==> src/render_settings.svh <==
`ifndef RENDER_SETTINGS_SVH
`define RENDER_SETTINGS_SVH

// Playfield grid, counted in tiles
`define GRID_COLS       30
`define GRID_ROWS       14
`define TILE_SIZE       8       // Pixels per tile edge

// Visible area is exactly the grid
`define SCREEN_W        240
`define SCREEN_H        112

`define COLOR_BITS      12      // 4-4-4 RGB
`define FB_ADDR_BITS    15

`define BG_COLOR        12'h000 // Black
`define FOOD_COLOR      12'hccc // Light grey
`define PLAYER_COLOR    12'hff0 // Yellow

// APB byte offsets
`define REG_CTRL        8'h00
`define REG_STATUS      8'h04
`define REG_PLAYER      8'h08
`define REG_FOOD_BASE   8'h40   // One word per grid row, stride 4

`endif

==> src/render_pkg.sv <==
`include "render_settings.svh"

package render_pkg;

    // Pixel and framebuffer word
    typedef logic [`COLOR_BITS-1:0]   color_t;
    typedef logic [`FB_ADDR_BITS-1:0] fb_addr_t;   // row * SCREEN_W + column

    // Grid coordinates
    typedef logic [$clog2(`GRID_COLS)-1:0] col_t;
    typedef logic [$clog2(`GRID_ROWS)-1:0] row_t;

    // Screen coordinates
    typedef logic [$clog2(`SCREEN_W)-1:0] pix_x_t;
    typedef logic [$clog2(`SCREEN_H)-1:0] pix_y_t;

    // Facing of the player sprite
    typedef enum logic [1:0] {RIGHT, LEFT, UP, DOWN} dir_t;

    // Frame sequencer states
    typedef enum logic [1:0] {IDLE, TILES, PLAYER} seq_state_t;

    // One bit per column
    typedef logic [`GRID_COLS-1:0] food_row_t;

endpackage

==> src/scan_out.sv <==
`timescale 1ns/10ps
`include "render_settings.svh"

module scan_out import render_pkg::*; (
    input  logic     clock,
    input  logic     resetn,
    input  logic     scan_enable,
    output logic     rd_req,
    output fb_addr_t rd_addr,
    input  logic     rd_gnt,
    input  color_t   rd_data,
    output logic     pixel_valid,
    output pix_x_t   pixel_x,
    output pix_y_t   pixel_y,
    output color_t   pixel_color,
    output logic     frame_start
);

    pix_x_t x;                  // Raster position of the next read
    pix_y_t y;
    logic   last_x, last_y;

    assign last_x = (x == pix_x_t'(`SCREEN_W - 1));
    assign last_y = (y == pix_y_t'(`SCREEN_H - 1));

    assign rd_req  = scan_enable;   // Asks every cycle while enabled
    assign rd_addr = fb_addr_t'(y * `SCREEN_W + x);

    // Raster counters move only when the read is granted
    always_ff @(posedge clock) begin
        if (!resetn) begin
            x <= '0;
            y <= '0;
        end else if (rd_gnt) begin
            if (!last_x) begin
                x <= x + 1'b1;
            end else begin
                x <= '0;
                y <= last_y ? '0 : y + 1'b1;
            end
        end
    end

    always_ff @(posedge clock) begin
        if (!resetn) begin
            pixel_valid <= 1'b0;
            frame_start <= 1'b0;
        end else begin
            pixel_valid <= rd_gnt;
            frame_start <= rd_gnt && (x == '0) && (y == '0);    // First pixel of a frame
        end
    end

    // Coordinates line up with the color returned a cycle later
    always_ff @(posedge clock) begin
        if (rd_gnt) begin
            pixel_x <= x;
            pixel_y <= y;
        end
    end

    assign pixel_color = rd_data;

endmodule

==> config.mk <==
export PLATFORM = sky130hd
export DESIGN_NAME = scan_out
export DESIGN_NICKNAME = d
export VERILOG_FILES = /design/src/render_pkg.sv /design/src/scan_out.sv
export VERILOG_INCLUDE_DIRS = /design/src
export SDC_FILE = /design/constraint.sdc
export NUM_CORES = 1
export LEC_CHECK = 0
export ABC_AREA = 1
export CAP_MARGIN = 15
export CORE_AREA = 3 3 75 77
export DETAILED_ROUTE_END_ITERATION = 8
export DIE_AREA = 0 0 78 80
export DONT_BUFFER_PORTS = 1
export PLACE_DENSITY = 0.66
export SLEW_MARGIN = 5
export SYNTH_ARGS = -nofsm -noshare
export SYNTH_HDL_FRONTEND = slang
export SYNTH_SLANG_ARGS = --single-unit
==> constraint.sdc <==
create_clock -name clock -period 3.8 [get_ports clock]
set_input_delay 0.57 -clock clock [delete_from_list [all_inputs] [get_ports clock]]
set_output_delay 0.57 -clock clock [all_outputs]
set_load 0.05 [all_outputs]
; Word level (Yosys, flattened, before mapping)
; Index checks and enable logic that the tools add are counted.
[totals]
output_inout_bits = 45
input_bits = 16
elab_cells = 19
regBits = 32
[classes]
n_mux = 2
add_sub_neg = 3
n_mul = 1
n_reduce_logical = 5
eq_ne = 2
[op_table]
columns = op, count
row1 = $add 15x8->15, 1
row2 = $mul 7x4->11 const B, 1
row3 = $add 8x1->8 const B, 1
row4 = $eq 8x8->1 const B, 1
row5 = $logic_not 8->1, 1
row6 = $mux 8, 1
row7 = $add 7x1->7 const B, 1
row8 = $eq 7x7->1 const B, 1
row9 = $logic_not 7->1, 1
row10 = $mux 7, 1
row11 = $logic_and 1x1->1, 2
row12 = $reduce_and 2->1, 1

; Longest topological paths before layout
[logic_depth]
depth_word = 3
mapped_depth = 16
depth_no_buf = 16

; Least setup slack after synthesis
; OpenSTA, ideal clock, no wires.
[synth_path]
kind = flip-flop to output port
from = register y[0]
to = output port rd_addr[12]
arrival_time_ns = 3.626
path_buffers = 0
path_slack_ns = -0.396
path_stages_with_launch = 14
t_required_ns = 3.230
path_cell_list = dfxtp_1 fa_1 fa_1 inv_1 fa_1 inv_1 ha_1 nand2_1 nand2_1 a21oi_1 nor2_1 nand3_1 nor2_1 xnor2_1
[synth_via]
elab_chain_cells = 2
[synth_rtl]
columns = item, line_no
row1 = "start, declared", scan_out.sv:20  ; pix_y_t y;
row2 = "start signal, assigned", scan_out.sv:39  ; y <= last_y ? '0 : y + 1'b1;
row3 = $mul 7x4->11 (no line), -
row4 = $add 15x8->15, scan_out.sv:27  ; assign rd_addr = fb_addr_t'(y * `SCREEN_W + x);
row5 = "end, declared", scan_out.sv:9  ; output fb_addr_t rd_addr,
; Every way passes these cells.

; Final worst setup path
[layout_path]
from = register y[2]
to = output port rd_addr[12]
; Same word-level chain as after synthesis.

==> run summary <==
post-synthesis mux area share -> 0%
routed vias -> 1911
main flop type after synthesis -> dfxtp_1
Multi-input gate area -> 0.00155 mm²
RSZ-0062 raised after global routing -> yes
CP Max Fanout -> 3
combinational power share -> 1.9%
CP Capture Type -> output port
Final #Nets -> 369
Peak VDD IR -> 177 µV
largest net degree at the start of global routing -> 22
post-synthesis compound-gate area fraction -> 4.36%
crit path time final -> 3980 ps
Inserted Clock Buffers -> 5
ant diodes -> 0
Cell Int Power -> 0.502 mW
Skew-Pair Late Insertion Delay -> 290 ps
gpl congestion -> 0.823
share of cells above drive strength 1 -> 22.9%
Final Core Density -> 58.4%
Remaining DRCs -> 0
most common cell after layout, fill and taps aside -> inv_1
TritonCTS Sinks -> 32
setup violators final -> 7
clk slew on worst S/H paths -> 70 ps
CP Class -> register to output port
synthesized area -> 0.00249 mm²
area share of the largest cell type after synthesis -> 18.1%
clk_skew -> 7.88 ps
cell count after synthesis -> 298
Area growth, synth to finish -> 18.9%
Die Area -> 0.00624 mm²
Slew HR -> 57.1%
WL final -> 4690 µm
Pre-antenna DRT Iters -> 4
gr ovfl total -> 0
Synth Area in Adders -> 23.7%
Iter 0 DRT Violations -> 50
largest delay contributor family on the critical path -> adder cells
Seq pwr share -> 61.0%
pins over their slew limit -> 0
slowest CP cell -> fa_1
Die Width -> 78 µm
power after layout -> 0.671 mW
Fmax -> 251 MHz
IO buf count -> 0
worst path required time -> 3230 ps
final setup margin -> -177 ps
crit-path max cell delay -> 550 ps
Post-Synth XOR/XNOR Area -> 4.56%
status -> complete, but fails checks
Lkg Pwr -> 1.43 nW
io pins -> 61
first-pass GRT wire length -> 8320 µm
Routed Antenna Nets -> 0
top cells by area, synth -> edfxtp_1 (18%), ha_1 (14%), dfxtp_1 (14%)
Initial Util -> 49.2%
sequential cell area -> 793 µm²
PwrDens -> 226 mW/mm²
largest area contributor in the netlist -> edfxtp_1
Synth warnings -> 0
Total Routing Usage GR -> 16.7%
Setup WS pre-CTS -> -31.9 ps
root buffer cell -> clkbuf_8
Synth cell types -> 29
arrival time worst endpoint -> 3410 ps
antenna violations before repair -> 0
Setup crit start kind -> register
H-tree depth -> 2
Die Y -> 80 µm
CTS tree -> done
Max Cap Viol -> 0
Slew @ Worst Pin -> 642 ps
largest family of logic cells by synthesized area -> adder cells
core area -> 0.00507 mm²
vias in the first global route -> 1896
post-synthesis async set-or-reset flop share -> 0%
Mapped Nets -> 354
CP bufs+invs -> 4
Filler cells -> 456
row count -> 26
setup TNS -> -754 ps
crit-path cells -> fa_1 -> fa_1 -> inv_2 -> fa_1 -> inv_2 -> ha_4 -> nand2_2 -> inv_2 -> a21oi_4 -> nor2_4 -> nand3_2 -> nor2_4 -> xnor2_2 -> buf_12
Hold Path Class -> input pin to register
P_sw -> 0.169 mW
EDFF count, synth -> 15
WL/cell -> 12.2 µm
Simple-Gate Fraction of Synth Area -> 22.6%
clock power share -> 37.1%
Final Hold Fails -> 0
register area share after synthesis -> 31.7%
sw frac -> 25.2%
hpwl dp -> 3620 µm
commonest non-fill, non-tap cells in the layout -> inv_1 (47), nand2_1 (44), ha_1 (25)
Seq cells post-synth -> 32
clock tree buffer depth -> 2
drt via density -> 4.98
Mean Syn Cell Area -> 8.37 µm²
Final Cycle Share -> 105%
violated checks -> negative setup slack
==> kinds of logic after synthesis <==
family	count (synthesis)
AND/OR/NAND/NOR	123
AO/OA/AOI/OAI	20
adder cells (fa/ha/maj)	40
XOR/XNOR	13
buffers and inverters	70
flip-flops	32
==> worst paths after layout <==
check                                       endpoint  slack (ps)  cells past startpoint               from
worst min-delay path            pixel_y[3]$_DFFE_PP_         390                      0             rd_gnt
worst max register to register     y[1]$_SDFFE_PN0P_        1810                      6  x[1]$_SDFFE_PN0P_
worst min register to register  pixel_x[6]$_DFFE_PP_         510                      0  x[6]$_SDFFE_PN0P_
worst max-delay path                     rd_addr[12]        -180                     14  y[2]$_SDFFE_PN0P_
==> routing by layer <==
| layer | up-vias | share of wire, % | global-route usage [%] |
|---|---|---|---|
| li1 | 954 | - | - |
| met1 | 910 | 42 | 19.3 |
| met5 | - | 0 | 0 |
| met3 | 7 | 4.8 | 4.29 |
| met4 | 0 | 1.1 | 4.90 |
| met2 | 40 | 52 | 30.5 |
==> power by group through the flow <==
stage	Combinational (mW)	Sequential [mW]	Clock, mW
after floorplan	0.0571	0.408	0
after global placement	0.0124	0.417	0
after detailed placement	0.0126	0.417	0
after CTS	0.0131	0.409	0.256
after global routing	0.0147	0.410	0.271
final	0.0128	0.409	0.249
==> state kept, by name, summed over array words and instances, names as in the netlist <==
| register | cells |
|---|---|
| pixel_y | 7 |
| pixel_valid | 1 |
| pixel_x | 8 |
| y | 7 |
| x | 8 |
| frame_start | 1 |
==> layout make-up <==
type / count / share of cell area (%)
Clock buffer: 6 / 2.45
Clock inverter: 2 / 0.380
Inverter: 53 / 6.84
Multi-Input combinational cell: 196 / 52.2
Sequential cell: 32 / 26.8
Tap cell: 70 / 2.95
Timing Repair Buffer: 25 / 8.44
==> stage by stage <==
step           hold slack, ps  instances  instance area [µm²]
2_1_floorplan             452        298                 2550
5_1_grt                   376        384                 2970
3_5_place_dp              497        371                 2720
3_3_place_gp              504        371                 2720
6_report                  393        384                 2970
4_1_cts                   382        382                 2910
==> synthesized netlist by cell type (2+ instances only) <==
| cell type | number |
|---|---|
| ha_1 | 28 |
| nand2_1 | 55 |
| inv_1 | 52 |
| nor2_1 | 26 |
| edfxtp_1 | 15 |
| xnor2_1 | 3 |
| a21oi_1 | 13 |
| nand4_1 | 4 |
| buf_4 | 17 |
| nor3_1 | 5 |
| nand3_1 | 23 |
| fa_1 | 12 |
| o21ai_0 | 3 |
| nor3_4 | 2 |
| dfxtp_1 | 17 |
| xor2_1 | 10 |
==> what timing repair did <==
action / 4_1_cts / 5_1_grt
pin swaps: 11 / 5
resized for setup: 21 / 12
cloned: 0 / 0
hold buffers: 0 / 0
setup endpoints to repair: 7 / 8
buffers inserted: 3 / 2
(Power assumes the default switching activity.)
