===== src/render_settings.svh =====
`ifndef RENDER_SETTINGS_SVH
`define RENDER_SETTINGS_SVH

// Playfield grid, counted in tiles
`define GRID_COLS       30
`define GRID_ROWS       14
`define TILE_SIZE       8       // Pixels per tile edge

// Visible area is exactly the grid
`define SCREEN_W        240
`define SCREEN_H        112

`define COLOR_BITS      12      // 4-4-4 RGB
`define FB_ADDR_BITS    15

`define BG_COLOR        12'h000 // Black
`define FOOD_COLOR      12'hccc // Light grey
`define PLAYER_COLOR    12'hff0 // Yellow

// APB byte offsets
`define REG_CTRL        8'h00
`define REG_STATUS      8'h04
`define REG_PLAYER      8'h08
`define REG_FOOD_BASE   8'h40   // One word per grid row, stride 4

`endif


===== src/render_pkg.sv =====
`include "render_settings.svh"

package render_pkg;

    // Pixel and framebuffer word
    typedef logic [`COLOR_BITS-1:0]   color_t;
    typedef logic [`FB_ADDR_BITS-1:0] fb_addr_t;   // row * SCREEN_W + column

    // Grid coordinates
    typedef logic [$clog2(`GRID_COLS)-1:0] col_t;
    typedef logic [$clog2(`GRID_ROWS)-1:0] row_t;

    // Screen coordinates
    typedef logic [$clog2(`SCREEN_W)-1:0] pix_x_t;
    typedef logic [$clog2(`SCREEN_H)-1:0] pix_y_t;

    // Facing of the player sprite
    typedef enum logic [1:0] {RIGHT, LEFT, UP, DOWN} dir_t;

    // Frame sequencer states
    typedef enum logic [1:0] {IDLE, TILES, PLAYER} seq_state_t;

    // One bit per column
    typedef logic [`GRID_COLS-1:0] food_row_t;

endpackage


===== src/player_painter.sv =====
`timescale 1ns/10ps
`include "render_settings.svh"

module player_painter import render_pkg::*; (
    input  logic     clock,
    input  logic     resetn,
    input  logic     go,
    input  col_t     player_col,
    input  row_t     player_row,
    input  dir_t     player_dir,
    output logic     wr_req,
    output fb_addr_t wr_addr,
    output color_t   wr_data,
    input  logic     wr_gnt,
    output logic     done
);

    localparam int OFS_BITS = $clog2(`TILE_SIZE);
    localparam int HALF     = `TILE_SIZE / 2;

    logic [OFS_BITS-1:0] dx, dy;        // Sprite pixel offsets
    logic                last_dx, last_dy;
    logic                mid_x, mid_y;  // Centre band of the sprite
    logic                mouth;
    pix_x_t              pix_x;
    pix_y_t              pix_y;

    assign last_dx = (dx == OFS_BITS'(`TILE_SIZE - 1));
    assign last_dy = (dy == OFS_BITS'(`TILE_SIZE - 1));
    assign mid_x   = (dx == OFS_BITS'(HALF - 1)) || (dx == OFS_BITS'(HALF));
    assign mid_y   = (dy == OFS_BITS'(HALF - 1)) || (dy == OFS_BITS'(HALF));

    // Mouth opens toward the facing direction
    always_comb begin
        case (player_dir)
            RIGHT:   mouth = (dx >= OFS_BITS'(HALF)) && mid_y;
            LEFT:    mouth = (dx <  OFS_BITS'(HALF)) && mid_y;
            UP:      mouth = (dy <  OFS_BITS'(HALF)) && mid_x;
            DOWN:    mouth = (dy >= OFS_BITS'(HALF)) && mid_x;
            default: mouth = 1'b0;
        endcase
    end

    assign pix_x   = {player_col, dx};
    assign pix_y   = {player_row, dy};
    assign wr_addr = fb_addr_t'(pix_y * `SCREEN_W + pix_x);
    assign wr_data = mouth ? `BG_COLOR : `PLAYER_COLOR;

    always_ff @(posedge clock) begin
        if (!resetn) begin
            wr_req <= 1'b0;
            done   <= 1'b0;
            dx     <= '0;
            dy     <= '0;
        end else begin
            done <= wr_req && wr_gnt && last_dx && last_dy;
            if (go) begin
                wr_req <= 1'b1;
                dx     <= '0;
                dy     <= '0;
            end else if (wr_req && wr_gnt) begin
                if (!last_dx) begin
                    dx <= dx + 1'b1;
                end else begin
                    dx <= '0;
                    if (!last_dy)
                        dy <= dy + 1'b1;
                    else
                        wr_req <= 1'b0;     // 64 pixels written
                end
            end
        end
    end

    // Player position must land inside the screen
    a_addr_in_range: assert property (@(posedge clock) disable iff (!resetn)
        wr_req |-> wr_addr < fb_addr_t'(`SCREEN_W * `SCREEN_H));

endmodule


===== config.mk =====
export PLATFORM = sky130hd
export DESIGN_NAME = player_painter
export DESIGN_NICKNAME = d
export VERILOG_FILES = /design/src/render_pkg.sv /design/src/player_painter.sv
export VERILOG_INCLUDE_DIRS = /design/src
export SDC_FILE = /design/constraint.sdc
export NUM_CORES = 1
export LEC_CHECK = 0
export BUFFER_PORTS_ARGS = -buffer_cell sky130_fd_sc_hd__buf_4
export CORE_UTILIZATION = 40
export CTS_CLUSTER_SIZE = 16
export DETAILED_ROUTE_END_ITERATION = 10
export PLACE_DENSITY = 0.63
export SETUP_SLACK_MARGIN = 0.3
export SLEW_MARGIN = 20
export SYNTH_ARGS = -nofsm -noshare
export SYNTH_HDL_FRONTEND = slang
export SYNTH_SLANG_ARGS = --single-unit

===== constraint.sdc =====
create_clock -name clock -period 9.5 [get_ports clock]
set_input_delay 0.95 -clock clock [delete_from_list [all_inputs] [get_ports clock]]
set_output_delay 0.95 -clock clock [all_outputs]
set_load 0.01 [all_outputs]

**Yosys cells after proc, flatten, opt, wreduce, memory -nomap -nowiden**

Index checks and enable logic that the tools add are counted.

- Bitwise logic cells: 2
- $mul: 1
- Add/subtract/negate cells: 3
- Div/mod/pow operators: 0
- Order comparisons: 4
- Reduce and logical (&&, ||, !) cells: 16
- Multiplexer cells: 7
- Shift-type cells: 0
- Equality and inequality tests: 9

Operators by type and width:

| kind | number |
|---|---|
| 15-bit by 8-bit adder with 15-bit output | 1 |
| 3-bit == test, second input constant | 4 |
| 12-bit two-way mux | 1 |
| 7-bit by 4-bit multiplier with 11-bit output, second input constant | 1 |
| 1-bit logical AND | 7 |
| 3-bit by 1-bit adder with 3-bit output, second input constant | 2 |
| 3-bit by 2-bit == test with 1-bit output, second input constant | 2 |
| 3-bit greater-or-equal comparator, second input constant | 2 |
| 3-bit less-than comparator, second input constant | 2 |
| 3-bit AND reduction | 2 |
| 2-bit nonzero test | 3 |
| 2-bit == test, second input constant | 2 |
| 1-bit two-way mux | 4 |
| 1-bit one-hot mux with 4 select lines | 1 |
| 3-bit two-way mux | 1 |
| 2-bit by 1-bit == test with 1-bit output, second input constant | 1 |
| 2-bit zero test | 1 |
| 1-bit logical OR | 2 |
| 1-bit inverter | 2 |
| 2-bit OR reduction | 1 |

- Memories: 0
- Flip-flop bits (word level): 8
- Word-level logic and storage cells: 46
- Memory bits (writable): 0
- Latch bits: 0
- Bits in read-only memories: 0
- Output and inout bits: 29
- Bits of input ports: 15

**Depth between registers and ports, before layout**

- Depth after elaboration: 5
- Mapped depth: 12
- Gate-level depth less buffers: 12

**Worst setup path after synthesis**

Ideal clock, no wire load.

- Path kind: input port to output port
- From: input port player_row[1]
- To: output port wr_addr[13]
- Cell stages on the path: 11
- Data required time: 8550 ps
- Setup slack: 4636 ps
- Arrival time: 3914 ps
- Cells stage by stage: inv_1 > fa_1 > fa_1 > inv_1 > ha_1 > a21oi_2 > nor2b_2 > nor3_1 > xnor2_1 > or4b_4 > xor2_1

- Longest elaborated chain between the ends: 2

RTL lines:

| element | line | source |
|---|---|---|
| start, declared | player_painter.sv:9 | `input row_t player_row,` |
| 7-bit by 4-bit multiplier with 11-bit output (no line) | n/a |  |
| 15-bit by 8-bit adder with 15-bit output | player_painter.sv:46 | `` assign wr_addr = fb_addr_t'(pix_y * `SCREEN_W + pix_x); `` |
| end, declared | player_painter.sv:12 | `output fb_addr_t wr_addr,` |

Every way passes these cells.

**Final worst setup path**

Same ends and word-level chain as after synthesis.

==> flow_summary.toml <==
[critical_path]
worst_ep_arrival_time_ns = 4.29
cp.required_ns = 8.55
crit_slowest_cell = "fa_1"
critical_path_buf_inv_count = 4
critPathTopFamily = "adder cells"
r2r_end = "dy[2]"
path_cells = "buf_4 > inv_1 > fa_1 > fa_1 > inv_1 > ha_1 > a21oi_2 > nor2b_2 > nor3_1 > xnor2_1 > or4b_4 > xor2_1 > buf_4"
critical_path.endpoint_type = "output port"
cpPeakStageDelay_ns = 0.52
crit_fanout = 5
critical_path_class = "in -> out"
r2r-start = "dy[0]"
start_kind = "input port"
r2r_slack_ns = 8.00
reg2reg_depth = 5
cp.depth = 13

[synth]
ys_async_sr_fraction = 0
seq_area_frac_synth = 0.110
synth_warnings = 0
yosysTopAreaCellShare = 0.197
ys_types = 37
synth_flop_cell = "dfxtp_1"
syn_area_mm2 = 0.00146
yosys-top-cells-area = "ha_1 20%, fa_1 16%, dfxtp_1 11%"
synth_top_area_cell = "ha_1"
ys_ff_latch = 8
synth-edff-count = 0
synth_area_per_cell_um2 = 8.79
netlist_instances = 166

[worst_hold_path]
holdPathEnd = "dx[1]"
hp-start = "dx[1]"
hp-class = "reg -> reg"
hold_depth = 2

[sta]
fin_crit_sh = 0.552
drv_slew = 0
rsz0062_at_grt = "false"
hold_violations = 0
fin_crit_ns = 5.24
worstMarginPinSlew_ns = 0.706
setup_viol = 0
fin_skew_ns = 0.00196
setup_tns_ns = 0
relSlewSlack = 0.524
max_freq_ghz = 0.191

[drt]
via_count = 1167
met2WireLength_um = 1450
highest_layer = "met3"
drtAntennaViolNets = 0
drt_first_pass_iters = 4
drtIter0Drc = 51
wl_met1_um = 1100
wl_per_cell_um = 11.1
route.detailed.drc = 0
wl_met3_um = 132
routed_wl_um = 2690
vias_per_cell = 4.80

[power_and_ir_drop]
power_frac_comb = 0.632
power_density_mw_per_mm2 = 95.4
p_clk_frac = 0.159
irDropWorstVdd_mv = 0.0613
sw_frac_of_total = 0.400
sequentialPowerShare = 0.209
p_sw_mw = 0.0663
p_leak_nw = 0.851
p_int_mw = 0.0996

[die]
coreArea_mm2 = 0.00342
io_pins = 44
die_x_um = 62.4
fp.dieH_um = 62.4
die-area_mm2 = 0.00389
rows = 21
start_util = 0.427

[global_route]
grt_max_degree = 9
overflow = 0
grt_pass1_vias = 1144
gr-usage-all-layers = 0.151
antenna_found_initial = 0
grt_pass1_wl_um = 4870

[cts]
cts_tree = "done"
ctsResizeCount = 0
cts.sinks = 8
post_cts_buffers = 0
clkTransAtPathRegs_ns = 0.05
cts_max_path_buffers = 2
htreeDepth = 1
hold_buffers = 0
insertion_delay_ns = 0.25
cts_root_buf = "clkbuf_4"
cts_buffers = 3

[run]
drv_cap = 0

[status]
status = "completed"

[place]
place.gp.congestion = 0.741
io_buffers = 37
place_hpwl_um = 2380

[cells_and_area]
fin_util = 0.509
drive_gt1_frac = 0.269
multiInputGateArea_mm2 = 0.00113
syn2layout_area_growth_pct = 19.1
layout_common_cells = "37 x buf_4, 25 x inv_1, 23 x ha_1"
diodes = 0
layout_commonest_cell = "buf_4"
n_fill_cell = 343
seqCellArea_um2 = 160
finalNetCount = 249
worst max-delay path by stage:
stage                        startpoint          end  slack (ns)
after floorplan           player_row[1]  wr_addr[13]        4.64
after global placement    player_row[1]  wr_addr[13]        4.26
after detailed placement  player_row[1]  wr_addr[13]        4.21
after CTS                 player_row[1]  wr_addr[13]        4.20
after global routing      player_row[1]  wr_addr[13]        4.02
final                     player_row[1]  wr_addr[13]        4.26
Yosys cell counts, types with 3 or more instances:
cell type / instances
a21oi_1: 8
buf_4: 12
dfxtp_1: 8
fa_1: 12
ha_1: 23
inv_1: 25
mux2i_1: 4
nand2_1: 10
nand2b_1: 3
nand3_1: 5
nor2_1: 10
nor2b_1: 3
o21ai_0: 4
xnor2_1: 10
xor2_1: 4
kinds of logic after synthesis:
logic type	count (synthesis)	share of synthesized area
compound gates	21	0.0986
xor+xnor	16	0.106
fa+ha+maj	35	0.362
buf+inv	37	0.126
flops	8	0.110
mux	5	0.0352
other cells	1	0.00257
simple gates	43	0.160
flip-flops by register name, summed over array words and instances (netlist names):
name,cells
done,1
dx,3
dy,3
wr_req,1
power groups by stage:
stage / Sequential (mW) / Clock (mW) / Combinational, mW
after floorplan: 0.0355 / 0 / 0.0718
after global placement: 0.0354 / 0 / 0.103
after detailed placement: 0.0355 / 0 / 0.106
after CTS: 0.0347 / 0.0267 / 0.107
after global routing: 0.0348 / 0.0287 / 0.117
final: 0.0347 / 0.0263 / 0.105
routing by layer:
| layer | GRT usage | up-vias |
|---|---|---|
| met5 | 0 | - |
| met4 | 0.0349 | 0 |
| met3 | 0.0219 | 0 |
| met2 | 0.279 | 30 |
| met1 | 0.184 | 549 |
| li1 | - | 588 |
cell type report:
type / count / share of cell area
Sequential cell: 8 / 0.0922
Tap cell: 46 / 0.0331
Clock buffer: 3 / 0.0130
Inverter: 25 / 0.0540
Timing Repair Buffer: 37 / 0.160
Multi-Input combinational cell: 124 / 0.648
worst reg2reg max path: stages (launching register included):
cell      delay, ns
dfxtp_1        0.35
ha_1           0.28
ha_1           0.21
nand4b_1       0.28
mux2i_1        0.21
nor2_1         0.05
stage by stage:
step	cells	cell area (µm²)	hold WS (ns)	power (mW)	setup slack, ns
final	243	1740	0.520	0.166	4.26
after global routing	243	1740	0.552	0.180	4.02
after CTS	243	1740	0.513	0.168	4.20
after detailed placement	240	1720	0.495	0.142	4.21
after global placement	240	1720	0.478	0.138	4.26
after floorplan	169	1470	0.508	0.107	4.64
No activity file was read; power rests on OpenSTA's default activity.
