**config.mk**
```make
export PLATFORM = sky130hd
export DESIGN_NAME = tile_painter
export DESIGN_NICKNAME = d
export VERILOG_FILES = /design/src/render_pkg.sv /design/src/tile_painter.sv
export VERILOG_INCLUDE_DIRS = /design/src
export SDC_FILE = /design/constraint.sdc
export NUM_CORES = 1
export LEC_CHECK = 0
export BUFFER_PORTS_ARGS = -buffer_cell sky130_fd_sc_hd__buf_2
export CAP_MARGIN = 0
export CORE_UTILIZATION = 53
export CTS_BUF_LIST = sky130_fd_sc_hd__clkbuf_4 sky130_fd_sc_hd__clkbuf_8
export DETAILED_ROUTE_END_ITERATION = 8
export GPL_ROUTABILITY_DRIVEN = 0
export GPL_TIMING_DRIVEN = 0
export MAX_ROUTING_LAYER = met4
export PLACE_DENSITY = 0.82
export SETUP_SLACK_MARGIN = 0.15
export SLEW_MARGIN = 40
export SYNTH_ARGS = -nofsm -noshare
export SYNTH_HDL_FRONTEND = slang
export SYNTH_SLANG_ARGS = --single-unit
```
**constraint.sdc**
```tcl
create_clock -name clock -period 4.5 [get_ports clock]
set_input_delay 0.225 -clock clock [delete_from_list [all_inputs] [get_ports clock]]
set_output_delay 0.225 -clock clock [all_outputs]
set_load 0.005 [all_outputs]
```
**src/render_settings.svh**
```systemverilog
`ifndef RENDER_SETTINGS_SVH
`define RENDER_SETTINGS_SVH

// Playfield grid, counted in tiles
`define GRID_COLS       30
`define GRID_ROWS       14
`define TILE_SIZE       8       // Pixels per tile edge

// Visible area is exactly the grid
`define SCREEN_W        240
`define SCREEN_H        112

`define COLOR_BITS      12      // 4-4-4 RGB
`define FB_ADDR_BITS    15

`define BG_COLOR        12'h000 // Black
`define FOOD_COLOR      12'hccc // Light grey
`define PLAYER_COLOR    12'hff0 // Yellow

// APB byte offsets
`define REG_CTRL        8'h00
`define REG_STATUS      8'h04
`define REG_PLAYER      8'h08
`define REG_FOOD_BASE   8'h40   // One word per grid row, stride 4

`endif

```
**src/render_pkg.sv**
```systemverilog
`include "render_settings.svh"

package render_pkg;

    // Pixel and framebuffer word
    typedef logic [`COLOR_BITS-1:0]   color_t;
    typedef logic [`FB_ADDR_BITS-1:0] fb_addr_t;   // row * SCREEN_W + column

    // Grid coordinates
    typedef logic [$clog2(`GRID_COLS)-1:0] col_t;
    typedef logic [$clog2(`GRID_ROWS)-1:0] row_t;

    // Screen coordinates
    typedef logic [$clog2(`SCREEN_W)-1:0] pix_x_t;
    typedef logic [$clog2(`SCREEN_H)-1:0] pix_y_t;

    // Facing of the player sprite
    typedef enum logic [1:0] {RIGHT, LEFT, UP, DOWN} dir_t;

    // Frame sequencer states
    typedef enum logic [1:0] {IDLE, TILES, PLAYER} seq_state_t;

    // One bit per column
    typedef logic [`GRID_COLS-1:0] food_row_t;

endpackage

```
**src/tile_painter.sv**
```systemverilog
`timescale 1ns/10ps
`include "render_settings.svh"

module tile_painter import render_pkg::*; (
    input  logic      clock,
    input  logic      resetn,
    input  logic      go,
    output row_t      food_row_sel,
    input  food_row_t food_row,
    output logic      wr_req,
    output fb_addr_t  wr_addr,
    output color_t    wr_data,
    input  logic      wr_gnt,
    output logic      done
);

    localparam int OFS_BITS = $clog2(`TILE_SIZE);
    localparam int HALF     = `TILE_SIZE / 2;

    row_t                trow;
    col_t                tcol;
    logic [OFS_BITS-1:0] px, py;        // Offsets inside the tile
    logic                last_px, last_py, last_col, last_row;
    logic                dot;
    pix_x_t              pix_x;
    pix_y_t              pix_y;

    assign last_px  = (px == OFS_BITS'(`TILE_SIZE - 1));
    assign last_py  = (py == OFS_BITS'(`TILE_SIZE - 1));
    assign last_col = (tcol == col_t'(`GRID_COLS - 1));
    assign last_row = (trow == row_t'(`GRID_ROWS - 1));

    // Screen position from tile and offset
    assign pix_x   = {tcol, px};
    assign pix_y   = {trow, py};
    assign wr_addr = fb_addr_t'(pix_y * `SCREEN_W + pix_x);

    // 2x2 dot at the tile centre
    assign dot = (px == OFS_BITS'(HALF - 1) || px == OFS_BITS'(HALF)) &&
                 (py == OFS_BITS'(HALF - 1) || py == OFS_BITS'(HALF));

    assign food_row_sel = trow;
    assign wr_data      = (food_row[tcol] && dot) ? `FOOD_COLOR : `BG_COLOR;

    always_ff @(posedge clock) begin
        if (!resetn) begin
            wr_req <= 1'b0;
            done   <= 1'b0;
            trow   <= '0;
            tcol   <= '0;
            px     <= '0;
            py     <= '0;
        end else begin
            done <= wr_req && wr_gnt && last_px && last_py && last_col && last_row;
            if (go) begin
                wr_req <= 1'b1;
                trow   <= '0;
                tcol   <= '0;
                px     <= '0;
                py     <= '0;
            end else if (wr_req && wr_gnt) begin     // Step only on a granted write
                if (!last_px) begin
                    px <= px + 1'b1;
                end else begin
                    px <= '0;
                    if (!last_py) begin
                        py <= py + 1'b1;
                    end else begin
                        py <= '0;
                        if (!last_col) begin
                            tcol <= tcol + 1'b1;
                        end else begin
                            tcol <= '0;
                            if (!last_row)
                                trow <= trow + 1'b1;
                            else
                                wr_req <= 1'b0;     // Whole grid painted
                        end
                    end
                end
            end
        end
    end

endmodule

```
Word-level counts from Yosys, hierarchy flattened
Index checks and enable logic that the tools add are counted.
Storage, ports and cells
  flip-flop bits (word level): 17
  bits in latches: 0
  RAM bits: 0
  ROM bits: 0
  bits of input ports: 34
  output and inout port bits: 33
  word-level logic and storage cells: 54
  memories kept: 0
Operators by class
  add/subtract/negate cells: 5
  multipliers: 1
  div/mod/pow operators: 0
  magnitude comparators: 1
  equal/unequal tests: 8
  shifts and indexed selects: 0
  multiplexer cells: 12
  bitwise logic cells: 2
  reduce and logical (&&, ||, !) cells: 19
Operators with widths (count)
  15-bit by 8-bit adder with 15-bit output: 1
  3-bit equality test (second input constant): 4
  12-bit two-way mux: 1
  7-bit by 4-bit multiplier with 11-bit output (second input constant): 1
  5-bit AND reduction: 2
  2-bit nonzero test: 5
  1-bit logical AND: 7
  1-bit two-way mux: 7
  3-bit by 1-bit adder with 3-bit output (second input constant): 2
  3-bit by 2-bit equality test with 1-bit output (second input constant): 2
  5-bit by 6-bit < comparator with 1-bit output (second input constant): 1
  3-bit two-way mux: 2
  5-bit by 1-bit adder with 5-bit output (second input constant): 1
  1-bit binary-select mux with 5-bit select: 1
  5-bit equality test (second input constant): 1
  5-bit two-way mux: 1
  4-bit by 1-bit adder with 4-bit output (second input constant): 1
  4-bit equality test (second input constant): 1
  3-bit AND reduction: 1
  1-bit logical OR: 2
  1-bit NOT: 2
  2-bit AND reduction: 1
  2-bit OR reduction: 1

Longest topological paths before layout
  depth after elaboration: 7
  mapped depth: 11
  gate-level depth less buffers: 11

Worst setup path after synthesis
Ideal clock, no wire load.
  path type: register to output
  start: reg trow[0] (netlist: food_row_sel[0])
  end: out wr_addr[14]
  arrival time: 3.180 ns
  required time: 4.275 ns
  setup slack: 1.095 ns
  cell stages (with the launch flop): 12
  buffers on the path: 0
  cells stage by stage: dfxtp_1 > inv_1 > fa_1 > fa_1 > inv_1 > ha_1 > o21ai_0 > or4_1 > o211ai_2 > nand3_1 > nor4b_2 > xnor2_1
On the way
  word-level cells in the longest chain between the ends: 2
RTL lines
  start, declared: RTL line tile_painter.sv:20  | row_t trow;
  start signal, assigned: RTL line tile_painter.sv:75  | trow <= trow + 1'b1;
  7-bit by 4-bit multiplier with 11-bit output (no line)
  15-bit by 8-bit adder with 15-bit output: RTL line tile_painter.sv:36  | assign wr_addr = fb_addr_t'(pix_y * `SCREEN_W + pix_x);
  end, declared: RTL line tile_painter.sv:11  | output fb_addr_t wr_addr,
Every way passes these cells.

Final worst setup path
Same ends and word-level chain as after synthesis.

==> flow_summary.ini <==
[status]
run_status = completed

[yosys]
ys_seq_area_frac = 0.163
synth_top_family_by_area = adder cells
yosys.area.top_type_share = 0.174
synth-adder-area-share = 0.289
synthXorXnorAreaFrac = 0.0880
synth_cell_types = 33
synthSimpleGateAreaFrac = 0.146
synth-seq-cells = 17
synth_top_area_cell = ha_1
syn_inst = 228
ys_top_cells_by_area = ha_1 17%, dfxtp_1 16%, fa_1 11%
syn_area_per_cell_um2 = 9.16
yosysWarnings = 0
synth_compound_gate_area_share = 0.0928
syn_area_mm2 = 0.00209
post_synth_mux_area_share = 0.121

[critical_path]
reg2reg_from = py[0]$_SDFFE_PP0P_
rrSetupSlack_ns = 2.11
path_cells = inv_1, fa_1, fa_1, inv_1, ha_1, nand2b_1, a211oi_1, o21ai_0, a2bb2oi_1, nor4b_2, xnor2_1, buf_2
path_buf_inv = 3
slowest_stage = fa_1
crit_arrival_ns = 3.82
critPathCaptureType = output port
r2r_end = food_row_sel[3]$_SDFFE_PP0P_
worst_ep_required_time_ns = 4.28
cpPeakStageDelay_ns = 0.53
path_max_fanout = 7
critical_path.top_delay_family = adder cells
rr_worst_depth = 8
start_kind = flip-flop
worstSetupPathType = reg2out

[placement]
post-dp-hpwl_mm = 3.43
dp.cells = 341
place_area_mm2 = 0.00247
port_buffers = 60

[clocking]
clk_pin_slew_ns = 0.07
cts-root-buf = clkbuf_8
numCtsBuffers = 3
cts_tree = yes
cts_resized = 0
post_cts_buffers = 0
max-clock-path-buffers = 2
cts_hold_buf = 0
htree_num_levels = 1
cts.sink_count = 17
clk_latency_ns = 0.26

[layout]
utilization = 0.679
finalInstanceArea_mm2 = 0.00252
num-fill-cells = 308
n_antenna_cell = 0
drive_gt1_frac = 0.300
final_cell_count_no_fill = 345
nNetsFinal = 373
syn2layout_area_growth_pct = 20.7
layout_commonest_cell = buf_2
final_cell_mix = 60 x buf_2, 29 x ha_1, 27 x inv_1, 24 x nor2_1, 17 x dfxtp_1

[sta]
fmax_ghz = 0.247
fin_setup_tns_ns = 0
hold_viol_final = 0
setup_violations = 0
finalClockSkew_ns = 0.00209
worstMarginPinSlew_ns = 0.592
rsz0062_at_grt = false
drv_slew = 0
min_period_ns = 4.04
period_share = 0.898
slew_headroom = 0.602

[floorplanning]
core_region_area_mm2 = 0.00372
die_x_um = 64.8
initial_core_util = 0.562
io_pins = 67
std_cell_rows = 22
die_area_mm2 = 0.00420
die_y_um = 64.8

[detailed_routing]
num_vias = 1766
drt_iter0_drc = 31
ant_nets = 0
routed_wl_mm = 4.12
first_pass_iters = 4
vias_per_cell = 5.12
routedWlPerCell_um = 11.9
post-route-drc-count = 0

[worst_hold_path]
min_path_type = in2reg
min_delay_worst_endpoint = wr_req$_SDFFE_PN0P_
hold_depth = 3
hold_path.startpoint = go

[power_and_ir_drop]
p_leak_uw = 0.00129
ir_drop_uv = 246
power_density_mw_per_mm2 = 121

[flow_run]
maxCapViolations = 0

[grt]
antenna_found_initial = 0
grt_pass1_vias = 1678
grt_pass1_wl_mm = 7.03
grt_max_degree = 12
grt_use_total = 0.217
globalRoute.totalOverflow = 0
## cell type report
| class | instances | area, um2 | area share |
|---|---|---|---|
| tap | 48 | 60.1 | 0.0238 |
| clock inverter | 1 | 7.51 | 0.00298 |
| timing repair buffer | 60 | 300 | 0.119 |
| inverter | 27 | 101 | 0.0402 |
| sequential | 17 | 340 | 0.135 |
| multi-input combinational | 174 | 1570 | 0.621 |
| buffer | 15 | 105 | 0.0417 |
| clock buffer | 3 | 41.3 | 0.0164 |
## report_power, final
part / switching (uW) / leakage, uW / total (uW) / internal [uW]
logic: 12.1 / 0.00113 / 33.1 / 21.0
clock network: 57.9 / 0.0000217 / 120 / 62.4
registers: 1.49 / 0.000137 / 153 / 151
## kinds of logic (layout without fill, tap and decap cells)
logic type / after synthesis / in the layout
xor gates and xnor gates: 21 / 21
other: 1 / 6
DFF: 17 / 17
adders and majority gates: 41 / 41
AOI/OAI and AO/OA: 31 / 31
buffers and inverters: 42 / 106
muxes: 14 / 14
and+or+nand+nor: 61 / 61
## worst max path at each step
stage                                       startpoint     endpoint  cells past startpoint
after floorplan           food_row_sel[0]$_SDFFE_PP0P_  wr_addr[14]                     11
after global placement    food_row_sel[0]$_SDFFE_PP0P_  wr_addr[14]                     12
after detailed placement  food_row_sel[0]$_SDFFE_PP0P_  wr_addr[14]                     12
after CTS                 food_row_sel[0]$_SDFFE_PP0P_  wr_addr[14]                     12
after global routing      food_row_sel[0]$_SDFFE_PP0P_  wr_addr[14]                     12
final                     food_row_sel[0]$_SDFFE_PP0P_  wr_addr[14]                     12
## metrics by stage
step / hold WS [ns] / setup WS, ns / power, uW
floorplan: 0.342 / 1.10 / 172
global placement: 0.446 / 0.817 / 188
detailed placement: 0.455 / 0.768 / 189
CTS: 0.183 / 0.467 / 309
global route: 0.186 / 0.170 / 318
finish: 0.189 / 0.457 / 306
## flip-flops by register name, indices dropped and copies added (netlist names)
register / flops
py: 3
wr_req: 1
tcol: 5
px: 3
done: 1
food_row_sel: 4
## synth_stat cells
master	n
nor2b_1	1
mux2i_1	5
conb_1	1
nand4_1	4
buf_4	13
xor2_1	8
ha_1	29
nor3_1	6
o211ai_1	1
clkbuf_1	2
mux4_2	9
or4_1	1
nand2_1	7
nor4_1	1
o211ai_2	1
or3_1	1
inv_1	27
and4_1	2
o21a_1	4
nor4b_2	1
nor3b_1	1
a211oi_1	4
a21o_1	2
a21oi_1	13
nand2b_1	4
nor2_1	24
xnor2_1	13
fa_1	12
nand3_1	6
a2bb2oi_1	1
dfxtp_1	17
and3_1	2
o21ai_0	5
## routing by layer
layer,vias to the layer above,wire (um),global-route usage
li1,902,-,-
met1,813,1870,0.262
met2,45,2020,0.385
met3,6,163,0.0370
met4,0,63,0.0278
met5,-,0,-
## tightest hold or removal path, delay by kind of cell
kind / cells / cell delay [ns]
buffers and inverters: 1 / 0.09
AND/OR/NAND/NOR: 1 / 0.07
AO/OA/AOI/OAI: 1 / 0.03
(Power assumes the default switching activity.)
