## src/render_settings.svh

```systemverilog
`ifndef RENDER_SETTINGS_SVH
`define RENDER_SETTINGS_SVH

// Playfield grid, counted in tiles
`define GRID_COLS       30
`define GRID_ROWS       14
`define TILE_SIZE       8       // Pixels per tile edge

// Visible area is exactly the grid
`define SCREEN_W        240
`define SCREEN_H        112

`define COLOR_BITS      12      // 4-4-4 RGB
`define FB_ADDR_BITS    15

`define BG_COLOR        12'h000 // Black
`define FOOD_COLOR      12'hccc // Light grey
`define PLAYER_COLOR    12'hff0 // Yellow

// APB byte offsets
`define REG_CTRL        8'h00
`define REG_STATUS      8'h04
`define REG_PLAYER      8'h08
`define REG_FOOD_BASE   8'h40   // One word per grid row, stride 4

`endif

```

## src/render_pkg.sv

```systemverilog
`include "render_settings.svh"

package render_pkg;

    // Pixel and framebuffer word
    typedef logic [`COLOR_BITS-1:0]   color_t;
    typedef logic [`FB_ADDR_BITS-1:0] fb_addr_t;   // row * SCREEN_W + column

    // Grid coordinates
    typedef logic [$clog2(`GRID_COLS)-1:0] col_t;
    typedef logic [$clog2(`GRID_ROWS)-1:0] row_t;

    // Screen coordinates
    typedef logic [$clog2(`SCREEN_W)-1:0] pix_x_t;
    typedef logic [$clog2(`SCREEN_H)-1:0] pix_y_t;

    // Facing of the player sprite
    typedef enum logic [1:0] {RIGHT, LEFT, UP, DOWN} dir_t;

    // Frame sequencer states
    typedef enum logic [1:0] {IDLE, TILES, PLAYER} seq_state_t;

    // One bit per column
    typedef logic [`GRID_COLS-1:0] food_row_t;

endpackage

```

## src/frame_sequencer.sv

```systemverilog
`timescale 1ns/10ps

module frame_sequencer import render_pkg::*; (
    input  logic clock,
    input  logic resetn,
    input  logic start_frame,
    input  logic tile_done,
    input  logic player_done,
    output logic tile_go,
    output logic player_go,
    output logic busy,
    output logic frame_done
);

    seq_state_t state;

    always_ff @(posedge clock) begin
        if (!resetn) begin
            state      <= IDLE;
            tile_go    <= 1'b0;
            player_go  <= 1'b0;
            frame_done <= 1'b0;
        end else begin
            tile_go    <= 1'b0;     // Pulses by default
            player_go  <= 1'b0;
            frame_done <= 1'b0;
            case (state)
                IDLE: if (start_frame) begin
                    state   <= TILES;
                    tile_go <= 1'b1;
                end
                TILES: if (tile_done) begin
                    state     <= PLAYER;    // Sprite goes on top of the tiles
                    player_go <= 1'b1;
                end
                PLAYER: if (player_done) begin
                    state      <= IDLE;
                    frame_done <= 1'b1;
                end
                default: state <= IDLE;
            endcase
        end
    end

    // Held through the done pulse so STATUS never shows idle without done
    assign busy = (state != IDLE) || frame_done;

    a_tile_done_in_tiles: assert property (@(posedge clock) disable iff (!resetn)
        tile_done |-> state == TILES);

endmodule

```

## config.mk

```make
export PLATFORM = sky130hd
export DESIGN_NAME = frame_sequencer
export DESIGN_NICKNAME = d
export VERILOG_FILES = /design/src/render_pkg.sv /design/src/frame_sequencer.sv
export VERILOG_INCLUDE_DIRS = /design/src
export SDC_FILE = /design/constraint.sdc
export NUM_CORES = 1
export LEC_CHECK = 0
export ABC_AREA = 1
export CORE_AREA = 2 2 39 41
export CTS_CLUSTER_SIZE = 40
export DETAILED_ROUTE_END_ITERATION = 12
export DIE_AREA = 0 0 41 43
export DONT_BUFFER_PORTS = 1
export PLACE_DENSITY = 0.36
export SYNTH_ARGS = -nofsm -noshare
export SYNTH_HDL_FRONTEND = slang
export SYNTH_SLANG_ARGS = --single-unit
export TNS_END_PERCENT = 30
```

## constraint.sdc

```tcl
create_clock -name clock -period 1.2 [get_ports clock]
set_input_delay 0.18 -clock clock [delete_from_list [all_inputs] [get_ports clock]]
set_output_delay 0.18 -clock clock [all_outputs]
set_load 0.02 [all_outputs]
```

* Yosys cells after proc, flatten, opt, wreduce, memory -nomap -nowiden
Cells that the tools add are included.
Widths: inputs -> output; s select.
** Cells by class
- Reductions and logical operators :: 7
- Equality and inequality tests :: 5
- Mux-type cells :: 7
** Operators by type and width (count)
- $mux 2 :: 3
- $ne 2x2->1 const B :: 3
- $pmux 2 s3 :: 1
- $reduce_and 2->1 :: 3
- $mux 1 :: 3
- $reduce_and 3->1 :: 1
- $eq 2x1->1 const B :: 1
- $eq 2x2->1 const B :: 1
- $logic_not 2->1 :: 1
- $reduce_bool 2->1 :: 1
- $logic_or 1x1->1 :: 1
** Storage, ports and cells
- Output and inout port bits :: 4
- Bits in registers :: 5
- Input bits :: 5
- Logic and storage cells :: 23

* Depth between registers and ports, before layout
Gate-level depths: netlist of the first run.
- Depth after elaboration :: 3
- Mapped depth :: 3
- Mapped depth without buffers :: 3

* Worst setup path before layout of the first run
OpenSTA, ideal clock, no wires.
- Path type :: flip-flop to output port
- Start point :: reg frame_done
- End point :: out busy
- Arrival time :: 637 ps
- Cell stages (with the launch flop) :: 3
- Path buffers :: 0
- Data required time :: 1020 ps
- Setup slack :: 383 ps
- Path through :: dfxtp_1 > inv_1 > nand2_1
** Between the ends
- Word-level cells in the longest chain between the ends :: 1
** Ends and longest elaborated chain
- start, declared :: line frame_sequencer.sv:12 : output logic frame_done
- start signal, assigned :: line frame_sequencer.sv:22 : frame_done <= 1'b0;
- start signal, assigned :: line frame_sequencer.sv:26 : frame_done <= 1'b0;
- start signal, assigned :: line frame_sequencer.sv:38 : frame_done <= 1'b1;
- $logic_or 1x1->1 :: line frame_sequencer.sv:46 : assign busy = (state != IDLE) || frame_done;
- end, declared :: line frame_sequencer.sv:11 : output logic busy,
No other way between the ends.

* Worst setup path after layout of the first run
Ends and elaborated chain as after synthesis.

==> metrics.cfg, run 1 <==
[cts]
postCtsSetupRepairBufs=0
cts.sinks=5
cts_root_buf=clkbuf_4
clk_latency_ns=0.24
cts_made_buffers=3
clk_path_buf_depth=2
ctsResizeCount=0
cts_tree=yes
cts_hold_buf=0
cts.clk_slew.worst_paths_ns=0.05
ctsHtreeMaxLevel=1

[synth]
yosysSeqAreaShare_pct=55.17
syn_inst=21
yosysTopAreaCellShare_pct=55.17
avgSynthCellArea_sq_um=8.639
synth_largest_area_cell=dfxtp_1
yosys_warnings=0
synth_seq_cells=5
syn-num-nets=26
netlist_area_sq_um=181.4
synthTopCellsByArea=dfxtp_1 55%, inv_1 8.3%, nand3b_1 8.3%
synth.distinct_cells=10

[grt]
grt_max_degree=6
antenna_found_initial=0
grt_pass1_wl_um=496
grt_pass1_vias=112
track_usage_pct=5.316
grt.overflow.total=0

[routing]
dr.pass1.iters=1
num_vias=137
routed_via_density=3.341
wirelength_um=363
drt-initial-drc-count=0
drcViolationCount=0
wl_per_cell_um=8.854
final_antenna_net_count=0

[final_layout]
utilization_pct=16.46
diodes=0
layout_common_cells=5 x dfxtp_1, 4 x inv_1, 3 x nor2_1, 3 x clkbuf_4
final_common_cell=dfxtp_1
area.growth.synth_to_final_pct=25.52
drive_above_1_share_pct=24.00
fin_nets=31

[critical_path]
critPathLaunchType=flop
path_class=reg2out
worstPathArrival_ns=0.92
crit_chain=inv_1 -> nand2_1
crit_path_end_kind=primary output
slowest_stage=dfxtp_1
cp.required_ns=1.02
critPathBufInv=1
path_max_fanout=2
path_delay_family=flip-flops
critical_path.max_stage_delay_ns=0.44

[power_and_ir_drop]
pwr-share-seq_pct=44.9
p_clk_share_pct=48.3
swShare_pct=24.95
peakVddDrop_uv=356.9
p_leak_nw=0.08868
switching_power_w=0.0001031
powerDensity_nw_per_um2=1815
internal-power_w=0.0003102
pwr-share-comb_pct=6.8
power.total_w=0.0004134

[timing]
setup_viol=0
finalHoldViolCount=0
tightest_slew_ns=0.2323
maxSlewViolCount=0
fmax_mhz=911.8
fin_worst_skew_ns=0.0004346
maxSlewHeadroom_pct=84.49
fin_crit_sh_pct=91.40
fin_crit_ns=1.097
rsz0062_at_grt=false
setup_tns_ns=0

[place]
place.gp.congestion=0.5791
port_buffers=0

[floorplanning]
fp.coreArea_sq_um=1384
die_y_um=43
die_area_sq_um=1763
die_x_um=41
core.rowCount=14
ios=9
initial_core_util_pct=13.11

[job]
max_cap_viol_count=0

[status]
status=completed

[worst_hold_path]
hold_path.class=in2reg

power by group through the flow:
| stage | Sequential [W] | Clock [W] | Combinational (W) |
|---|---|---|---|
| after CTS | 0.000186 | 0.000209 | 0.0000286 |
| after global routing | 0.000186 | 0.000226 | 0.0000316 |
| final | 0.000186 | 0.000199 | 0.0000282 |
| after detailed placement | 0.000189 | 0 | 0.0000283 |
| after floorplan | 0.000187 | 0 | 0.0000253 |
| after global placement | 0.000188 | 0 | 0.0000284 |
path summary, 6_finish.rpt:
check	startpoint	endpoint	slack [ns]	cells past startpoint
min reg2reg	state[1]	frame_done	0.51	2
max reg2reg	state[0]	state[0]	0.45	3
max	frame_done	busy	0.10	2
min	start_frame	tile_go	0.08	2
logic make-up (layout without fill, tap and decap cells):
| logic type | Yosys count | after routing | synth area share (%) |
|---|---|---|---|
| AOI/OAI and AO/OA | 2 | 2 | 7.584 |
| buffers and inverters | 4 | 8 | 8.273 |
| DFF | 5 | 5 | 55.17 |
| and+or+nand+nor | 10 | 10 | 28.97 |
synth_stat cells, drive strengths merged:
| cell | n |
|---|---|
| nand2 | 2 |
| nand3b | 2 |
| dfxtp | 5 |
| inv | 4 |
| a21oi | 2 |
| nor2 | 4 |
| nand3 | 2 |
flip-flops by register name, indices dropped and copies added (netlist names):
register and cells:
frame_done 1, player_go 1, tile_go 1, state 2
layer usage:
metal | track usage (%) | part of all wire [%] | vias up | routed length, um
li1 | - | - | 72 | -
met1 | 5.769 | 51 | 54 | 185
met2 | 3.438 | 25 | 11 | 92
met3 | 9.424 | 24 | 0 | 86
met4 | 4.000 | 0 | 0 | 0
met5 | 0 | 0 | - | 0
cell type report:
class | instances | area (sq um)
Tap cell | 16 | 20.02
Inverter | 4 | 15.01
Fill cell | 156 | 1156
Clock buffer | 4 | 26.28
Multi-Input combinational cell | 12 | 66.31
Sequential cell | 5 | 100.1
stage by stage:
stage          instances  hold slack, ns  cell area [sq um]  setup slack (ns)
6_report              41         0.07651              227.7            0.1032
5_1_grt               41         0.06804              227.7           0.04327
4_1_cts               41         0.06804              227.7           0.08709
3_5_place_dp          37          0.3295              201.4            0.3557
3_3_place_gp          37          0.3356              201.4            0.3503
2_1_floorplan         21          0.3186              181.4            0.3829
worst register-to-register path, cell delays in order, from the launching register on:
cell and delay (ns):
dfxtp_1 0.34, nor2_2 0.15, nand2_2 0.07, a21oi_2 0.13
No activity file was read; power rests on OpenSTA's default activity.
==> run 2, diff against run 1 <==
Settings changed: ABC_AREA 1 to default, PLACE_DENSITY 0.36 to 0.35.
==> run 2 against run 1 <==
Critical path type unchanged. Via count shrank 9.5%. Count of clock-buffer cells in the layout unchanged. Combinational power is 15% lower. Highest routed layer unchanged. Register-to-register slack worse by 0.13 ns.
==> metrics.cfg, run 2 <==
[job]
max_cap_viol_count=0

[cts]
clk_path_buf_depth=2
cts_made_buffers=3
cts_root_buf=clkbuf_4
cts.clk_slew.worst_paths_ns=0.05
ctsHtreeMaxLevel=1
cts.sinks=5
postCtsSetupRepairBufs=0
clk_latency_ns=0.24
cts_tree=yes

[timing]
fin_crit_ns=1.167
maxSlewViolCount=0
fin_crit_sh_pct=97.28
fin_worst_skew_ns=0.005506
tightest_slew_ns=0.1831
maxSlewHeadroom_pct=87.63
fmax_mhz=856.6
finalHoldViolCount=0
setup_viol=0
rsz0062_at_grt=false
setup_tns_ns=0
setup_ws_ns=0.03265

[synth]
netlist_area_sq_um=170.2
synth_edf_count=0
synth_largest_area_cell=dfxtp_1
avgSynthCellArea_sq_um=11.34
syn-num-nets=20
syn_inst=15
synth_seq_cells=5
synth_common_cells=5 x dfxtp_1, 3 x nand2b_1, 2 x and4b_1
yosysTopAreaCellShare_pct=58.82
yosys_most_used_dff=dfxtp_1
synth.most_common_cell=dfxtp_1
synth.distinct_cells=8
yosysSeqAreaShare_pct=58.82
synthTopCellsByArea=dfxtp_1 59%, and4b_1 12%, nand2b_1 11%
yosys_warnings=0
async_reset_ff_share_pct=0

[routing]
dr.pass1.iters=1
drt-initial-drc-count=0
final_antenna_net_count=0
num_vias=124
wirelength_um=348
routed_via_density=3.543
drcViolationCount=0
wl_per_cell_um=9.943

[place]
port_buffers=0
place.gp.congestion=0.5270
placed_cells=31
pre_cts_slack_ns=0.1960
dp_hpwl_um=280.4

[power_and_ir_drop]
powerDensity_nw_per_um2=1804
pwr-share-comb_pct=5.9
p_clk_share_pct=48.2
switching_power_w=0.00009206
p_leak_nw=0.09170
pwr-share-seq_pct=45.9
peakVddDrop_uv=151.3
swShare_pct=22.65
internal-power_w=0.0003143

[final_layout]
fin_nets=25
seq_area_sq_um=103.9
stdcell_count=35
layout_common_cells=3 x nand2b_1, 3 x clkbuf_4, 3 x dfxtp_2
largest_reg_flops=2
largest-register=state
area.growth.synth_to_final_pct=32.35
multi_input_area_sq_um=75.07
nFillCells=160
drive_above_1_share_pct=36.84
diodes=0

[critical_path]
rrSetupSlack_ns=0.32
critical_path.max_stage_delay_ns=0.42
path_delay_family=simple AND/OR/NAND/NOR gates
worstPathArrival_ns=0.99
crit_chain=or3_4
r2r-start=state[0]
cp.required_ns=1.02
r2r.worst_path.cells=2
path_depth=1
r2r-end=state[1]
crit_path_end_kind=primary output
slowest_stage=or3_4
path_class=reg2out
critPathBufInv=0
critPathLaunchType=flop
path_max_fanout=5

[status]
status=completed

[grt]
antenna_found_initial=0
track_usage_pct=5.606
grt_pass1_wl_um=552
grt.overflow.total=0
grt_max_degree=7
grt_pass1_vias=145

[floorplanning]
die_x_um=41
fp.coreArea_sq_um=1384
core.rowCount=14
ios=9
initial_core_util_pct=12.30
die_y_um=43
die_area_sq_um=1763

[worst_hold_path]
whs_path_depth=2
min-delay-start=resetn
min_to=state[0]
hold_path.class=in2reg

-- run 2: cell count changes in the layout (fill, tap and decap cells not counted), moves of 2 or more --
cell / previous run / this run
nor2_1: 3 / 1
nand2b_1: 0 / 3
nand3_1: 2 / 0
and4b_1: 0 / 2
dfxtp_1: 5 / 2
nand3b_1: 2 / 0
inv_1: 4 / 0
dfxtp_2: 0 / 3
-- run 2: cell type report --
cell class	instances	share of cell area, %
Clock buffer	4	11.67
Sequential cell	5	46.11
Multi-Input combinational cell	10	33.33
Tap cell	16	8.889
-- run 2: cells by family after synthesis --
family	Yosys count	share of synthesized area [%]
and+or+nand+nor	9	38.24
AOI/OAI and AO/OA	1	2.938
DFF	5	58.83
-- run 2: how the worst max path moves through the flow --
stage	to	slack, ns	startpoint
4_1_cts	busy	0.003	frame_done
6_report	busy	0.03	state[1]
3_3_place_gp	busy	0.21	state[0]
2_1_floorplan	busy	0.24	state[0]
5_1_grt	busy	0.007	state[1]
3_5_place_dp	busy	0.20	state[0]
-- run 2: power by group through the flow --
stage	Clock, W	Sequential, W	Combinational, W
3_5_place_dp	0	0.000189	0.0000215
6_report	0.000196	0.000187	0.0000240
5_1_grt	0.000214	0.000188	0.0000256
2_1_floorplan	0	0.000187	0.0000190
3_3_place_gp	0	0.000188	0.0000207
4_1_cts	0.000207	0.000187	0.0000245
-- run 2: routing by layer --
| metal | vias to the layer above | routed length (um) | GRT usage (%) |
|---|---|---|---|
| met5 | - | 0 | 0 |
| met4 | 0 | 0 | 12.00 |
| met3 | 0 | 5 | 0 |
| met2 | 3 | 225 | 6.875 |
| met1 | 61 | 118 | 5.096 |
| li1 | 60 | - | - |
-- run 2: per-stage QoR --
| step | area, sq um | power (W) | util [%] | hold WS (ns) |
|---|---|---|---|---|
| after floorplan | 170.2 | 0.0002056 | - | 0.3306 |
| after global placement | 190.2 | 0.0002091 | 13.74 | 0.3404 |
| after detailed placement | 190.2 | 0.0002103 | 13.74 | 0.3547 |
| after CTS | 222.7 | 0.0004178 | 16.09 | 0.08331 |
| after global routing | 225.2 | 0.0004276 | 16.27 | 0.1001 |
| final | 225.2 | 0.0004064 | 16.27 | 0.08777 |
-- run 2: repair_timing --
action / in CTS / in global routing
hold buffers: 0 / 0
pin swaps: 1 / 0
gates resized for setup: 2 / 2
endpoints found under the setup margin: 1 / 1
==> run 3, diff against run 2 <==
Settings changed: BUFFER_PORTS_ARGS from default to -buffer_cell sky130_fd_sc_hd__buf_2, DONT_BUFFER_PORTS 1 to default, PLACE_DENSITY 0.35 to 0.41.
==> run 3 against run 2 <==
The run now ends with negative setup slack left. Final cell count increased by 26%. Largest power group unchanged. Via count rose by 22%. Flip-flop and latch count is the same. Global-route usage rose by 0.62 points. Utilization up 3.4 points. Critical path type unchanged. Non-clock buffer count rose by 9. Fmax fell by 6.4%.
==> metrics.cfg, run 3 (same netlist as run 2, synthesis figures left out) <==
[status]
status=finished with violations
violations=negative setup slack

[grt]
track_usage_pct=6.225
grt.overflow.total=0
grt_use_met3_pct=8.377
use_met1_pct=7.074
antenna_found_initial=0
grt_pass1_vias=164
grt_pass1_wl_um=634
grt_max_degree=6
use_met2_pct=5.625
busiest_layer=met3

[power_and_ir_drop]
internal-power_w=0.0003278
power.total_w=0.0004232
peakVddDrop_uv=427.9
p_clk_share_pct=45.6
pwr-share-seq_pct=42.3
switching_power_w=0.00009533
swShare_pct=22.53
pwr-share-comb_pct=12.1
powerDensity_nw_per_um2=1551
p_leak_nw=0.1351

[routing]
routed_via_density=3.432
wl_per_cell_um=8.409
drcViolationCount=0
drt-initial-drc-count=3
dr.pass1.iters=3
num_vias=151
final_antenna_net_count=0
wirelength_um=370

[place]
placed_cells=39
place.gp.congestion=0.5501
dp_hpwl_um=267.8
port_buffers=8
pre_cts_slack_ns=0.1673

[final_layout]
layout_common_cells=7 x buf_2, 3 x nand2b_1, 3 x clkbuf_4, 3 x dfxtp_1
stdcell_count=44
largest_reg_flops=2
drive_above_1_share_pct=50.00
largest-register=state
diodes=0
nFillCells=160
final_common_cell=buf_2
fin_nets=34
area.growth.synth_to_final_pct=60.29

[critical_path]
crit_start=state[0]
path_max_fanout=2
crit_path_end_kind=primary output
r2r.worst_path.cells=3
critical_path.max_stage_delay_ns=0.37
slowest_stage=or3_1
critPathLaunchType=flop
path_delay_family=simple AND/OR/NAND/NOR gates
cp-endpoint=busy
crit_chain=or3_1 -> buf_6
path_class=reg2out
r2r-start=state[0]
worstPathArrival_ns=1.07
path_depth=2
rrSetupSlack_ns=0.21
r2r-end=state[1]
critPathBufInv=1
cp.required_ns=1.02

[timing]
maxSlewHeadroom_pct=87.43
setup_ws_ns=-0.04779
maxSlewViolCount=0
fin_crit_ns=1.248
finalHoldViolCount=0
setup_viol=1
tightest_slew_ns=0.1861
fmax_mhz=801.4
fin_hold_ws_ns=0.1873
fin_worst_skew_ns=0.003336
fin_crit_sh_pct=104.0
rsz0062_at_grt=true

[cts]
ctsHtreeMaxLevel=1
cts_root_buf=clkbuf_4
cts_made_buffers=3
cts_tree=yes
clk_path_buf_depth=2
cts.clk_slew.worst_paths_ns=0.04
cts.sinks=5
clk_latency_ns=0.24

[floorplanning]
die_y_um=43
fp.coreArea_sq_um=1384
ios=9
core.rowCount=14
die_x_um=41
initial_core_util_pct=12.30
die_area_sq_um=1763

[worst_hold_path]
hold_path.class=in2reg

[job]
max_cap_viol_count=0

==> run 3: worst min-delay path by stage <==
stage,start,to,slack [ns],depth (start not counted)
2_1_floorplan,start_frame,tile_go,0.33,2
3_3_place_gp,start_frame,tile_go,0.43,3
3_5_place_dp,start_frame,tile_go,0.43,3
4_1_cts,start_frame,tile_go,0.18,3
5_1_grt,start_frame,tile_go,0.20,3
6_report,start_frame,tile_go,0.19,3
==> run 3: final cells by class <==
type                    instances  area (sq um)  area share (%)
clock buffers                   4         26.28           9.633
repair buffers                  9         53.80           19.72
multi-input cells              10         70.07           25.69
well taps                      16         20.02           7.339
flip-flops and latches          5         102.6           37.61
==> run 3: timing repair <==
action	in CTS	in global routing
hold buffers	0	0
pin swaps	1	1
gates resized for setup	3	1
endpoints found under the setup margin	1	1
buffers inserted	1	0
==> run 3: tightest hold or removal path, cell delays in order <==
cell and delay, ns:
buf_2 0.08, nand2b_1 0.06, nor2_1 0.07
==> run 3: metal layers <==
metal / wire, um / vias to the layer above
met4: 0 / 0
li1: - / 79
met1: 175 / 61
met3: 71 / 0
met5: 0 / -
met2: 122 / 11
==> run 3: power groups by stage <==
stage	sequential [W]	combinational (W)	clock, W
after global placement	0.000183	0.0000394	0
final	0.000179	0.0000512	0.000193
after floorplan	0.000187	0.0000190	0
after global routing	0.000180	0.0000566	0.000219
after detailed placement	0.000183	0.0000399	0
after CTS	0.000179	0.0000516	0.000206
==> run 3: through the flow <==
step / utilization (%) / setup TNS, ns / instance area (sq um)
after floorplan: - / 0 / 170.2
after global placement: 16.64 / 0 / 230.2
after detailed placement: 16.64 / 0 / 230.2
after CTS: 19.62 / -0.05730 / 271.5
after global routing: 19.71 / -0.08162 / 272.8
final: 19.71 / -0.04779 / 272.8
